File: src/hw/or_isa_pkg.sv
package or_isa_pkg;

	localparam int insn_w = 32;

	typedef logic [5:0] opcode_t;
	typedef logic [4:0] reg_addr_t;

	//////////////////////////////////////////////////////////////////////
	// major opcodes, bits 31:26
	localparam opcode_t OP_J     = 6'h00;
	localparam opcode_t OP_JAL   = 6'h01;
	localparam opcode_t OP_BNF   = 6'h03;
	localparam opcode_t OP_BF    = 6'h04;
	localparam opcode_t OP_NOP   = 6'h05;
	localparam opcode_t OP_MOVHI = 6'h06;
	localparam opcode_t OP_XSYNC = 6'h08;
	localparam opcode_t OP_RFE   = 6'h09;
	localparam opcode_t OP_JR    = 6'h11;
	localparam opcode_t OP_JALR  = 6'h12;
	localparam opcode_t OP_LWZ   = 6'h21;
	localparam opcode_t OP_LWS   = 6'h22;
	localparam opcode_t OP_LBZ   = 6'h23;
	localparam opcode_t OP_LBS   = 6'h24;
	localparam opcode_t OP_LHZ   = 6'h25;
	localparam opcode_t OP_LHS   = 6'h26;
	localparam opcode_t OP_ADDI  = 6'h27;
	localparam opcode_t OP_ADDIC = 6'h28;
	localparam opcode_t OP_ANDI  = 6'h29;
	localparam opcode_t OP_ORI   = 6'h2a;
	localparam opcode_t OP_XORI  = 6'h2b;
	localparam opcode_t OP_MFSPR = 6'h2d;
	localparam opcode_t OP_SFXXI = 6'h2f;
	localparam opcode_t OP_MTSPR = 6'h30;
	localparam opcode_t OP_SW    = 6'h35;
	localparam opcode_t OP_SB    = 6'h36;
	localparam opcode_t OP_SH    = 6'h37;
	localparam opcode_t OP_ALU   = 6'h38;
	localparam opcode_t OP_SFXX  = 6'h39;

	// alu function codes with no unit behind them
	localparam logic [4:0] ALUFN_MUL   = 5'h06;
	localparam logic [4:0] ALUFN_SHROT = 5'h08;
	localparam logic [4:0] ALUFN_DIV   = 5'h09;
	localparam logic [4:0] ALUFN_DIVU  = 5'h0a;
	localparam logic [3:0] SHROT_ROR   = 4'h3;

	// one word, two ways of looking at it
	typedef union packed {
		struct packed {
			opcode_t   opcode;
			reg_addr_t rd;
			reg_addr_t ra;
			logic [15:0] imm;
		} imm_f;
		struct packed {
			opcode_t   opcode;
			reg_addr_t rd;
			reg_addr_t ra;
			reg_addr_t rb;
			logic      rsv10;
			logic [3:0] op2;
			logic      rsv5;
			logic [4:0] func;
		} reg_f;
	} insn_u;

	// bit 16 marks a bubble rather than a real l.nop
	localparam logic [insn_w-1:0] nop_insn = {OP_NOP, 26'h041_0000};

endpackage

File: src/hw/or_ctrl_pkg.sv
package or_ctrl_pkg;

	//////////////////////////////////////////////////////////////////////
	// branch unit ops
	typedef logic [2:0] branch_op_t;
	localparam branch_op_t BR_NOP = 3'd0;
	localparam branch_op_t BR_J   = 3'd1;
	localparam branch_op_t BR_JR  = 3'd2;
	localparam branch_op_t BR_BF  = 3'd4;
	localparam branch_op_t BR_BNF = 3'd5;
	localparam branch_op_t BR_RFE = 3'd6;

	// alu ops, low codes match the ALU function field
	typedef logic [4:0] alu_op_t;
	localparam alu_op_t ALUOP_ADD   = 5'd0;
	localparam alu_op_t ALUOP_ADDC  = 5'd1;
	localparam alu_op_t ALUOP_AND   = 5'd3;
	localparam alu_op_t ALUOP_OR    = 5'd4;
	localparam alu_op_t ALUOP_XOR   = 5'd5;
	localparam alu_op_t ALUOP_NOP   = 5'd4;
	localparam alu_op_t ALUOP_MOVHI = 5'd16;
	localparam alu_op_t ALUOP_COMP  = 5'd17;

	// writeback op is {source, write enable}
	typedef logic [2:0] rfwb_op_t;
	localparam rfwb_op_t RFWB_NOP = 3'b000;
	localparam logic [1:0] RFWB_SRC_ALU  = 2'd0;
	localparam logic [1:0] RFWB_SRC_LSU  = 2'd1;
	localparam logic [1:0] RFWB_SRC_SPRS = 2'd2;
	localparam logic [1:0] RFWB_SRC_LR   = 2'd3;

	typedef logic [3:0] lsu_op_t;
	localparam lsu_op_t LSU_NOP = 4'b0000;
	localparam lsu_op_t LSU_LBZ = 4'b0010;
	localparam lsu_op_t LSU_LBS = 4'b0011;
	localparam lsu_op_t LSU_LHZ = 4'b0100;
	localparam lsu_op_t LSU_LHS = 4'b0101;
	localparam lsu_op_t LSU_LWZ = 4'b0110;
	localparam lsu_op_t LSU_LWS = 4'b0111;
	localparam lsu_op_t LSU_SB  = 4'b1010;
	localparam lsu_op_t LSU_SH  = 4'b1100;
	localparam lsu_op_t LSU_SW  = 4'b1110;

	// operand muxes in front of the ALU
	typedef logic [1:0] sel_t;
	localparam sel_t SEL_RF      = 2'd0;
	localparam sel_t SEL_IMM     = 2'd1;
	localparam sel_t SEL_EX_FORW = 2'd2;
	localparam sel_t SEL_WB_FORW = 2'd3;

	localparam logic [4:0] link_reg = 5'd9;

endpackage

File: src/hw/insn_pipe.sv
`timescale 1ns/1ps

module insn_pipe (
	input  logic                            clk,
	input  logic                            rst_n,
	input  logic [or_isa_pkg::insn_w-1:0]   if_insn,
	input  logic                            id_freeze,
	input  logic                            ex_freeze,
	input  logic                            wb_freeze,
	input  logic                            flushpipe,
	output or_isa_pkg::insn_u               id_insn,
	output or_isa_pkg::insn_u               ex_insn,
	output or_isa_pkg::insn_u               wb_insn,
	output logic                            id_void,
	output logic                            ex_void
);
	import or_isa_pkg::*;

	logic ex_bubble;

	// EX gets a bubble when ID stalls under a running EX, or on flush
	assign ex_bubble = (!ex_freeze && id_freeze) || flushpipe;

	always_ff @(posedge clk or negedge rst_n) begin
		if (!rst_n)
			id_insn <= nop_insn;
		else if (flushpipe)
			id_insn <= nop_insn;
		else if (!id_freeze)
			id_insn <= if_insn;
	end

	always_ff @(posedge clk or negedge rst_n) begin
		if (!rst_n)
			ex_insn <= nop_insn;
		else if (ex_bubble)
			ex_insn <= nop_insn;
		else if (!ex_freeze)
			ex_insn <= id_insn;
	end

	// writeback keeps the retired word even across a flush
	always_ff @(posedge clk or negedge rst_n) begin
		if (!rst_n)
			wb_insn <= nop_insn;
		else if (!wb_freeze)
			wb_insn <= ex_insn;
	end

	assign id_void = (id_insn.imm_f.opcode == OP_NOP) && id_insn[16];
	assign ex_void = (ex_insn.imm_f.opcode == OP_NOP) && ex_insn[16];

endmodule

File: src/hw/branch_ctrl.sv
`timescale 1ns/1ps

module branch_ctrl (
	input  logic                            clk,
	input  logic                            rst_n,
	input  logic [or_isa_pkg::insn_w-1:0]   if_insn,
	input  or_isa_pkg::insn_u               id_insn,
	input  logic [31:0]                     id_pc,
	input  logic                            id_freeze,
	input  logic                            ex_freeze,
	input  logic                            flushpipe,
	input  logic                            ex_branch_taken,
	input  logic                            id_void,
	output or_ctrl_pkg::branch_op_t         id_branch_op,
	output or_ctrl_pkg::branch_op_t         ex_branch_op,
	output logic [31:2]                     id_branch_addrtarget,
	output logic [31:2]                     ex_branch_addrtarget,
	output logic                            no_more_dslot,
	output logic                            rfe
);
	import or_isa_pkg::*;
	import or_ctrl_pkg::*;

	opcode_t if_opc;
	logic    ex_bubble;

	assign if_opc    = if_insn[31:26];
	assign ex_bubble = (!ex_freeze && id_freeze) || flushpipe;

	//////////////////////////////////////////////////////////////////////
	// branch op, decoded from the fetched word alongside the ID latch
	always_ff @(posedge clk or negedge rst_n) begin
		if (!rst_n)
			id_branch_op <= BR_NOP;
		else if (flushpipe)
			id_branch_op <= BR_NOP;
		else if (!id_freeze) begin
			case (if_opc)
				OP_J, OP_JAL:   id_branch_op <= BR_J;
				OP_JR, OP_JALR: id_branch_op <= BR_JR;
				OP_BNF:         id_branch_op <= BR_BNF;
				OP_BF:          id_branch_op <= BR_BF;
				OP_RFE:         id_branch_op <= BR_RFE;
				default:        id_branch_op <= BR_NOP;
			endcase
		end
	end

	always_ff @(posedge clk or negedge rst_n) begin
		if (!rst_n)
			ex_branch_op <= BR_NOP;
		else if (ex_bubble)
			ex_branch_op <= BR_NOP;
		else if (!ex_freeze)
			ex_branch_op <= id_branch_op;
	end

	//////////////////////////////////////////////////////////////////////
	// word-aligned target, 26 bit offset sign extended
	assign id_branch_addrtarget = {{4{id_insn[25]}}, id_insn[25:0]} + id_pc[31:2];

	always_ff @(posedge clk) begin
		if (!ex_freeze)
			ex_branch_addrtarget <= id_branch_addrtarget;
	end

	// stop delay slot fetch once a taken branch has its slot in ID
	assign no_more_dslot = ((ex_branch_op != BR_NOP) && ex_branch_taken && !id_void) ||
		(ex_branch_op == BR_RFE);

	assign rfe = (id_branch_op == BR_RFE) || (ex_branch_op == BR_RFE);

endmodule

File: src/hw/id_decode.sv
`timescale 1ns/1ps

module id_decode (
	input  logic                         clk,
	input  logic                         rst_n,
	input  or_isa_pkg::insn_u            id_insn,
	input  logic                         id_freeze,
	input  logic                         ex_freeze,
	input  logic                         flushpipe,
	input  logic                         abort_mvspr,
	input  logic                         du_hwbkpt,
	output logic [31:0]                  id_simm,
	output logic [31:0]                  ex_simm,
	output or_ctrl_pkg::lsu_op_t         id_lsu_op,
	output or_ctrl_pkg::alu_op_t         alu_op,
	output logic [3:0]                   alu_op2,
	output logic [3:0]                   comp_op,
	output or_ctrl_pkg::rfwb_op_t        rfwb_op,
	output or_isa_pkg::reg_addr_t        rf_addrw,
	output logic                         ex_spr_read,
	output logic                         ex_spr_write,
	output logic                         except_illegal,
	output logic                         sig_syscall,
	output logic                         sig_trap
);
	import or_isa_pkg::*;
	import or_ctrl_pkg::*;

	opcode_t     opc;
	logic [15:0] split_imm;
	logic        ex_bubble;
	alu_op_t     alu_d;
	rfwb_op_t    rfwb_d;
	logic        illegal_d;
	logic        spr_read;
	logic        spr_write;

	assign opc       = id_insn.imm_f.opcode;
	assign ex_bubble = (!ex_freeze && id_freeze) || flushpipe;

	// stores and mtspr carry their immediate around the rb field
	assign split_imm = {id_insn.reg_f.rd, id_insn.reg_f.rsv10, id_insn.reg_f.op2,
		id_insn.reg_f.rsv5, id_insn.reg_f.func};

	//////////////////////////////////////////////////////////////////////
	// ID stage, combinational
	always_comb begin
		case (opc)
			OP_ADDI, OP_ADDIC, OP_XORI, OP_SFXXI,
			OP_LWZ, OP_LWS, OP_LBZ, OP_LBS, OP_LHZ, OP_LHS:
				id_simm = {{16{id_insn.imm_f.imm[15]}}, id_insn.imm_f.imm};
			OP_SW, OP_SB, OP_SH:
				id_simm = {{16{split_imm[15]}}, split_imm};
			OP_MTSPR:
				id_simm = {16'h0000, split_imm};
			default:
				id_simm = {16'h0000, id_insn.imm_f.imm};
		endcase
	end

	always_comb begin
		case (opc)
			OP_LWZ:  id_lsu_op = LSU_LWZ;
			OP_LWS:  id_lsu_op = LSU_LWS;
			OP_LBZ:  id_lsu_op = LSU_LBZ;
			OP_LBS:  id_lsu_op = LSU_LBS;
			OP_LHZ:  id_lsu_op = LSU_LHZ;
			OP_LHS:  id_lsu_op = LSU_LHS;
			OP_SW:   id_lsu_op = LSU_SW;
			OP_SB:   id_lsu_op = LSU_SB;
			OP_SH:   id_lsu_op = LSU_SH;
			default: id_lsu_op = LSU_NOP;
		endcase
	end

	// next EX ops
	always_comb begin
		alu_d  = ALUOP_NOP;
		rfwb_d = RFWB_NOP;
		case (opc)
			OP_JAL, OP_JALR: rfwb_d = {RFWB_SRC_LR, 1'b1};
			OP_MFSPR:        rfwb_d = {RFWB_SRC_SPRS, 1'b1};
			OP_LWZ, OP_LWS, OP_LBZ, OP_LBS, OP_LHZ, OP_LHS:
				rfwb_d = {RFWB_SRC_LSU, 1'b1};
			OP_MOVHI: begin
				alu_d  = ALUOP_MOVHI;
				rfwb_d = {RFWB_SRC_ALU, 1'b1};
			end
			OP_ADDI, OP_ADDIC, OP_ANDI, OP_ORI, OP_XORI: begin
				case (opc)
					OP_ADDI:  alu_d = ALUOP_ADD;
					OP_ADDIC: alu_d = ALUOP_ADDC;
					OP_ANDI:  alu_d = ALUOP_AND;
					OP_ORI:   alu_d = ALUOP_OR;
					default:  alu_d = ALUOP_XOR;
				endcase
				rfwb_d = {RFWB_SRC_ALU, 1'b1};
			end
			OP_ALU: begin
				alu_d  = {1'b0, id_insn.reg_f.func[3:0]};
				rfwb_d = {RFWB_SRC_ALU, 1'b1};
			end
			OP_SFXX, OP_SFXXI: alu_d = ALUOP_COMP;
			default: ;
		endcase
	end

	// no multiplier, divider or rotator behind the ALU
	always_comb begin
		case (opc)
			OP_J, OP_JAL, OP_JR, OP_JALR, OP_BNF, OP_BF, OP_RFE, OP_NOP,
			OP_MOVHI, OP_MFSPR, OP_MTSPR, OP_XSYNC,
			OP_LWZ, OP_LWS, OP_LBZ, OP_LBS, OP_LHZ, OP_LHS,
			OP_ADDI, OP_ADDIC, OP_ANDI, OP_ORI, OP_XORI,
			OP_SFXXI, OP_SFXX, OP_SW, OP_SB, OP_SH:
				illegal_d = 1'b0;
			OP_ALU:
				illegal_d = (id_insn.reg_f.func == ALUFN_DIV) ||
					(id_insn.reg_f.func == ALUFN_DIVU) ||
					(id_insn.reg_f.func == ALUFN_MUL) ||
					((id_insn.reg_f.func == ALUFN_SHROT) &&
					(id_insn.reg_f.op2 == SHROT_ROR));
			default:
				illegal_d = 1'b1;
		endcase
	end

	//////////////////////////////////////////////////////////////////////
	// EX stage registers
	always_ff @(posedge clk or negedge rst_n) begin
		if (!rst_n) begin
			alu_op         <= ALUOP_NOP;
			alu_op2        <= 4'd0;
			comp_op        <= 4'd0;
			rfwb_op        <= RFWB_NOP;
			rf_addrw       <= 5'd0;
			spr_read       <= 1'b0;
			spr_write      <= 1'b0;
			except_illegal <= 1'b0;
			sig_syscall    <= 1'b0;
			sig_trap       <= 1'b0;
		end else if (ex_bubble) begin
			alu_op         <= ALUOP_NOP;
			alu_op2        <= 4'd0;
			comp_op        <= 4'd0;
			rfwb_op        <= RFWB_NOP;
			rf_addrw       <= 5'd0;
			spr_read       <= 1'b0;
			spr_write      <= 1'b0;
			except_illegal <= 1'b0;
			sig_syscall    <= 1'b0;
			sig_trap       <= 1'b0;
		end else if (!ex_freeze) begin
			alu_op         <= alu_d;
			alu_op2        <= id_insn.reg_f.op2;
			comp_op        <= id_insn.reg_f.rd[3:0];
			rfwb_op        <= rfwb_d;
			rf_addrw       <= (opc == OP_JAL || opc == OP_JALR) ? link_reg : id_insn.reg_f.rd;
			spr_read       <= (opc == OP_MFSPR);
			spr_write      <= (opc == OP_MTSPR);
			except_illegal <= illegal_d;
			sig_syscall    <= (opc == OP_XSYNC) && (id_insn.reg_f.rd[4:2] == 3'b000);
			sig_trap       <= ((opc == OP_XSYNC) && (id_insn.reg_f.rd[4:2] == 3'b010)) ||
				du_hwbkpt;
		end
	end

	always_ff @(posedge clk) begin
		if (!ex_freeze)
			ex_simm <= id_simm;
	end

	// an aborted l.mfspr/l.mtspr must not reach the SPR bus
	assign ex_spr_read  = spr_read && !abort_mvspr;
	assign ex_spr_write = spr_write && !abort_mvspr;

endmodule

File: src/hw/operand_forward.sv
`timescale 1ns/1ps

module operand_forward (
	input  logic                            clk,
	input  logic                            rst_n,
	input  logic [or_isa_pkg::insn_w-1:0]   if_insn,
	input  or_isa_pkg::insn_u               id_insn,
	input  logic                            id_freeze,
	input  logic                            wb_freeze,
	input  or_isa_pkg::reg_addr_t           rf_addrw,
	input  or_ctrl_pkg::rfwb_op_t           rfwb_op,
	input  logic                            wbforw_valid,
	output or_ctrl_pkg::sel_t               sel_a,
	output or_ctrl_pkg::sel_t               sel_b,
	output or_isa_pkg::reg_addr_t           rf_addra,
	output or_isa_pkg::reg_addr_t           rf_addrb,
	output logic                            rf_rda,
	output logic                            rf_rdb
);
	import or_isa_pkg::*;
	import or_ctrl_pkg::*;

	insn_u     if_word;
	logic      sel_imm;
	reg_addr_t wb_rfaddrw;

	assign if_word = if_insn;

	// register file is read straight from the fetched word
	assign rf_addra = if_word.reg_f.ra;
	assign rf_addrb = if_word.reg_f.rb;
	assign rf_rda   = if_insn[31];
	assign rf_rdb   = if_insn[30];

	// b operand comes from the immediate for everything not listed
	always_ff @(posedge clk or negedge rst_n) begin
		if (!rst_n)
			sel_imm <= 1'b0;
		else if (!id_freeze) begin
			case (if_word.reg_f.opcode)
				OP_JALR, OP_JR, OP_RFE, OP_MFSPR, OP_MTSPR, OP_XSYNC,
				OP_SW, OP_SB, OP_SH, OP_ALU, OP_SFXX, OP_NOP:
					sel_imm <= 1'b0;
				default:
					sel_imm <= 1'b1;
			endcase
		end
	end

	always_ff @(posedge clk or negedge rst_n) begin
		if (!rst_n)
			wb_rfaddrw <= 5'd0;
		else if (!wb_freeze)
			wb_rfaddrw <= rf_addrw;
	end

	//////////////////////////////////////////////////////////////////////
	// EX result wins over WB result
	always_comb begin
		if ((id_insn.reg_f.ra == rf_addrw) && rfwb_op[0])
			sel_a = SEL_EX_FORW;
		else if ((id_insn.reg_f.ra == wb_rfaddrw) && wbforw_valid)
			sel_a = SEL_WB_FORW;
		else
			sel_a = SEL_RF;
	end

	always_comb begin
		if (sel_imm)
			sel_b = SEL_IMM;
		else if ((id_insn.reg_f.rb == rf_addrw) && rfwb_op[0])
			sel_b = SEL_EX_FORW;
		else if ((id_insn.reg_f.rb == wb_rfaddrw) && wbforw_valid)
			sel_b = SEL_WB_FORW;
		else
			sel_b = SEL_RF;
	end

endmodule

File: src/hw/decode_ctrl_top.sv
`timescale 1ns/1ps

module decode_ctrl_top (
	input  logic                            clk,
	input  logic                            rst_n,
	input  logic [or_isa_pkg::insn_w-1:0]   if_insn,
	input  logic [31:0]                     id_pc,
	input  logic                            id_freeze,
	input  logic                            ex_freeze,
	input  logic                            wb_freeze,
	input  logic                            ex_branch_taken,
	input  logic                            abort_mvspr,
	input  logic                            du_hwbkpt,
	input  logic                            wbforw_valid,
	input  logic                            except_flushpipe,
	input  logic                            pc_we,
	input  logic                            extend_flush,
	input  logic                            du_flush_pipe,
	output logic                            flushpipe,
	output or_isa_pkg::insn_u               id_insn,
	output or_isa_pkg::insn_u               ex_insn,
	output or_isa_pkg::insn_u               wb_insn,
	output logic                            id_void,
	output logic                            ex_void,
	output or_ctrl_pkg::branch_op_t         id_branch_op,
	output or_ctrl_pkg::branch_op_t         ex_branch_op,
	output logic [31:2]                     id_branch_addrtarget,
	output logic [31:2]                     ex_branch_addrtarget,
	output logic                            no_more_dslot,
	output logic                            rfe,
	output logic [31:0]                     id_simm,
	output logic [31:0]                     ex_simm,
	output or_ctrl_pkg::lsu_op_t            id_lsu_op,
	output or_ctrl_pkg::alu_op_t            alu_op,
	output logic [3:0]                      alu_op2,
	output logic [3:0]                      comp_op,
	output or_ctrl_pkg::rfwb_op_t           rfwb_op,
	output or_isa_pkg::reg_addr_t           rf_addrw,
	output logic                            ex_spr_read,
	output logic                            ex_spr_write,
	output logic                            except_illegal,
	output logic                            sig_syscall,
	output logic                            sig_trap,
	output or_ctrl_pkg::sel_t               sel_a,
	output or_ctrl_pkg::sel_t               sel_b,
	output or_isa_pkg::reg_addr_t           rf_addra,
	output or_isa_pkg::reg_addr_t           rf_addrb,
	output logic                            rf_rda,
	output logic                            rf_rdb
);

	// every stage flushes on the same merged request
	assign flushpipe = except_flushpipe | pc_we | extend_flush | du_flush_pipe;

	insn_pipe u_insn_pipe (.*);

	branch_ctrl u_branch_ctrl (.*);

	id_decode u_id_decode (.*);

	operand_forward u_operand_forward (.*);

endmodule

File: config.mk
export PLATFORM = sky130hd
export DESIGN_NAME = decode_ctrl_top
export DESIGN_NICKNAME = d
export VERILOG_FILES = /design/src/hw/or_isa_pkg.sv /design/src/hw/or_ctrl_pkg.sv /design/src/hw/insn_pipe.sv /design/src/hw/branch_ctrl.sv /design/src/hw/id_decode.sv /design/src/hw/operand_forward.sv /design/src/hw/decode_ctrl_top.sv
export SDC_FILE = /design/constraint.sdc
export NUM_CORES = 1
export LEC_CHECK = 0
export BUFFER_PORTS_ARGS = -buffer_cell sky130_fd_sc_hd__buf_2
export CAP_MARGIN = 30
export CORE_ASPECT_RATIO = 1.1
export CORE_MARGIN = 2
export CORE_UTILIZATION = 52
export CTS_BUF_LIST = sky130_fd_sc_hd__clkbuf_4 sky130_fd_sc_hd__clkbuf_8
export CTS_CLUSTER_DIAMETER = 40
export DETAILED_ROUTE_END_ITERATION = 16
export PLACE_DENSITY = 0.83
export SETUP_SLACK_MARGIN = 0.2
export SLEW_MARGIN = 5
export SYNTH_ARGS = -nofsm -noshare
export SYNTH_HDL_FRONTEND = slang
export SYNTH_HIERARCHICAL = 1
export SYNTH_SLANG_ARGS = --single-unit
File: constraint.sdc
create_clock -name clk -period 3.35 [get_ports clk]
set_input_delay 0.67 -clock clk [delete_from_list [all_inputs] [get_ports clk]]
set_output_delay 0.67 -clock clk [all_outputs]
set_load 0.005 [all_outputs]
==> results.md <==
* Global route overflow at 0
* Critical path buffer and inverter count at 4
* Syn Area/Cell at approximately 11 um^2
* Multi-input combinational cell area at around 4800 um^2
* Initial antenna violation count at 2
* Cts bufs inserted at 17
* Max Transition Viols Final at 0
* Fillers at between 1000 and 1500
* Reg area at 4786 um^2
* R2r worst-path depth at 14
* Dpl hpwl at roughly 23000 um
* Largest delay share family, worst path: compound AO/OA/AOI/OAI gates
* Most frequent cells in the layout: buf_2, dfrtp_1, buf_4
* Residual DRC at 0
* Layout area overhead at 31.33%
* CTS clk-pin slew, worst paths at around 0.1 ns
* Post-Place Cell Area at 11940 um^2
* Width of the die at 135.1 um
* Commonest non-fill, non-tap cell in the layout: buf_2
* FF-to-FF Start: u_insn_pipe/id_insn[0]$_DFFE_PN0P_
* Synth Instances at around 900
* Nets at about 1400
* Crit Path Class: flip-flop to output port
* Crit path largest cell delay at approximately 0.40 ns
* Die H at ~150 um
* CTS tree: done
* Fin crit share at 110.2%
* Max cap viols at 0
* Clk Latency, worst-skew pair at about 0.47 ns
* I/O pins at roughly 350
* Total global-route track usage at a little under a third
* CP Depth at 12
* YS warnings at 6
* Syn Nets at approximately 1000
* Most used cell along the critical path: buf_4
* Number of synthesized flops with an enable pin at between 40 and 50
* Netlist cell types at slightly below 80
* Share of layout cells above drive strength 1 at 45.65%
* Largest net degree at the start of global routing at 75
* FMAX at between 200 and 300 MHz
* Worst setup EP type: output port
* Routability cong. at about 0.97
* Primary FF master, synth: dfrtp_1
* Antenna Nets Post-Route at 0
* Initial Util at 53.18%
* Yosys reg bits at between 150 and 200
* Slowest stage cell on the critical path: a2111o_1
* Clock sink total at 181
* # setup viols final at 16
* Cell area after synthesis at about 9800 um^2
* CP max FO at 2
* RSZ-0062 raised after global routing: yes
* Core ar. at 18480 um^2
* CTS Hold Bufs at 0
* Pwr Density at roughly 340 nW/um^2
* Die footprint at between 20000 and 25000 um^2
* Vias at ~9000
* Rows at 52
* Worst setup startpoint: u_insn_pipe/id_insn[0]$_DFFE_PN0P_
* Failing checks: setup timing
* CP Launch Type: flip-flop
* P_leak at around 6.6 nW
* Critical path, cell by cell: ha_2, inv_2, fa_2, nand2b_4, a21oi_2, buf_4, nand4_1, buf_4, a2111o_1, nand4b_1, o211a_1, buf_2
* Htree depth at 4
* Sequential fraction of the synthesis area at roughly half
* WL/cell at ~21 um
* Status: finished, violations left
* Least-Margin Pin Slew at between 0.6 and 0.7 ns
* Starting DRT DRC Count at 687
* Fin crit period at about 3.7 ns
* Worst setup margin at -0.3410 ns
* CTS Buffer Depth at 2
* Arrival time at the worst endpoint at approximately 3.0 ns
* Clock root buffer master: clkbuf_8
* Drt pass-1 iters at 5
* Design Area, Final at around 13000 um^2
* Routed Wire Length at 31890 um
* Worst VDD drop at 256.8 uV
* WP data required at 2.68 ns
* Setup WS pre-CTS at -0.2683 ns
* Clock skew at roughly 0.0097 ns
* Relative slew margins at between 50% and 60%
* Hold Crit Class: primary input to asynchronous set/reset pin
* Fin. Hold Viols at 0
* Vias in the first global route at ~8400
* Port Buffers at ~350
* Asr flop ratio synth at 74.03%
* First-pass GRT wire length at 47180 um
* Via/cell ratio at just under 6
## Yosys cell counts (15+ instances only)
cell | n | area share, %
buf_2 | 15 | 0.76
nand3_1 | 16 | 0.81
xnor2_1 | 24 | 2.1
ha_1 | 29 | 3.7
mux2i_1 | 29 | 3.0
edfxtp_1 | 47 | 14
nand2_1 | 50 | 1.9
xor2_1 | 25 | 2.2
inv_1 | 15 | 0.57
buf_4 | 58 | 4.4
clkbuf_1 | 22 | 0.84
o21ai_0 | 22 | 1.1
a21oi_1 | 45 | 2.3
mux2_1 | 37 | 4.2
a22o_1 | 41 | 3.7
nor3_1 | 17 | 0.87
dfrtp_1 | 121 | 31
nor2_1 | 75 | 2.9
## layout make-up
class                           instances  share of cell area [%]
Clock buffer                           17                   1.813
Sequential cell                       181                   37.08
Tap cell                              243                   2.356
Timing Repair Buffer                  459                   20.10
Inverter                               16                  0.4653
Clock inverter                         15                   1.309
Antenna cell                            2                 0.03878
Multi-Input combinational cell        600                   36.84
## flip-flops by register name, indices dropped and copies added (netlist names)
name and cells:
u_branch_ctrl/ex_branch_addrtarget 30, u_branch_ctrl/ex_branch_op 3, u_branch_ctrl/id_branch_op 3, u_id_decode/alu_op 5, u_id_decode/alu_op2 4, u_id_decode/comp_op 4
u_id_decode/ex_simm 17, u_id_decode/except_illegal 1, u_id_decode/rf_addrw 5, u_id_decode/rfwb_op 3, u_id_decode/sig_syscall 1, u_id_decode/sig_trap 1
u_id_decode/spr_read 1, u_id_decode/spr_write 1, u_insn_pipe/ex_insn 32, u_insn_pipe/id_insn 32, u_insn_pipe/wb_insn 32, u_operand_forward/sel_imm 1
u_operand_forward/wb_rfaddrw 5
## final timing paths
path	to	slack (ns)
hold / removal	u_insn_pipe/id_insn[18]$_DFFE_PN0P_	0.19
setup reg to reg	u_branch_ctrl/ex_branch_addrtarget[16]$_DFFE_PN_	0.65
max in group asynchronous	u_insn_pipe/wb_insn[22]$_DFFE_PN1N_	2.31
setup / recovery	id_branch_addrtarget[30]	-0.34
hold reg to reg	u_id_decode/alu_op[4]$_DFFE_PN0P_	0.49
min in group clk	u_insn_pipe/id_insn[10]$_DFFE_PN0P_	0.44
## through the flow
step	util, %	hold WS, ns	cells	setup TNS [ns]	power [mW]
2_1_floorplan	-	0.3744	896	0	2.636
3_3_place_gp	64.63	0.4584	1481	-0.8204	2.890
3_5_place_dp	64.63	0.4649	1481	-1.163	2.901
4_1_cts	69.04	0.2037	1523	-2.787	4.433
5_1_grt	69.85	0.2205	1533	-4.577	4.594
6_report	69.85	0.1870	1533	-2.525	4.441
## report_power, final
| part | leakage (nW) | internal, mW | switching (mW) |
|---|---|---|---|
| Clock | 0.192 | 0.621 | 0.900 |
| Sequential | 2.28 | 2.31 | 0.0165 |
| Combinational | 4.11 | 0.257 | 0.334 |
## timing repair
| item | CTS | global route |
|---|---|---|
| endpoints found under the setup margin | 23 | 43 |
| gates resized for setup | 58 | 14 |
| pin swaps | 19 | 16 |
| setup buffers | 10 | 7 |
## logic make-up (layout without fill, tap and decap cells)
logic type | after synthesis | after routing | share of synthesized area, %
flops | 181 | 181 | 48.65
buf+inv | 115 | 507 | 7.105
compound gates | 205 | 205 | 15.27
fa+ha+maj | 30 | 30 | 3.896
xor+xnor | 49 | 49 | 4.367
other cells | 0 | 2 | 0
mux | 73 | 73 | 7.996
simple gates | 243 | 243 | 12.72
## routing by layer
layer	track usage [%]	wire, um
met5	0	0
met4	12.76	1090
met3	4.703	2437
met2	50.51	15800
met1	40.46	12550
## worst register-to-register path: stages (launching register included)
cell and delay [ns]:
dfrtp_1 0.39, ha_2 0.20, inv_2 0.04, fa_2 0.34, nand2b_4 0.16, a21oi_2 0.12
buf_4 0.14, buf_4 0.13, a21oi_2 0.07, o311ai_2 0.25, buf_6 0.20, buf_6 0.13
xor2_4 0.07, buf_4 0.14, buf_4 0.12
Note: power is estimated with default switching activity, not from simulation.
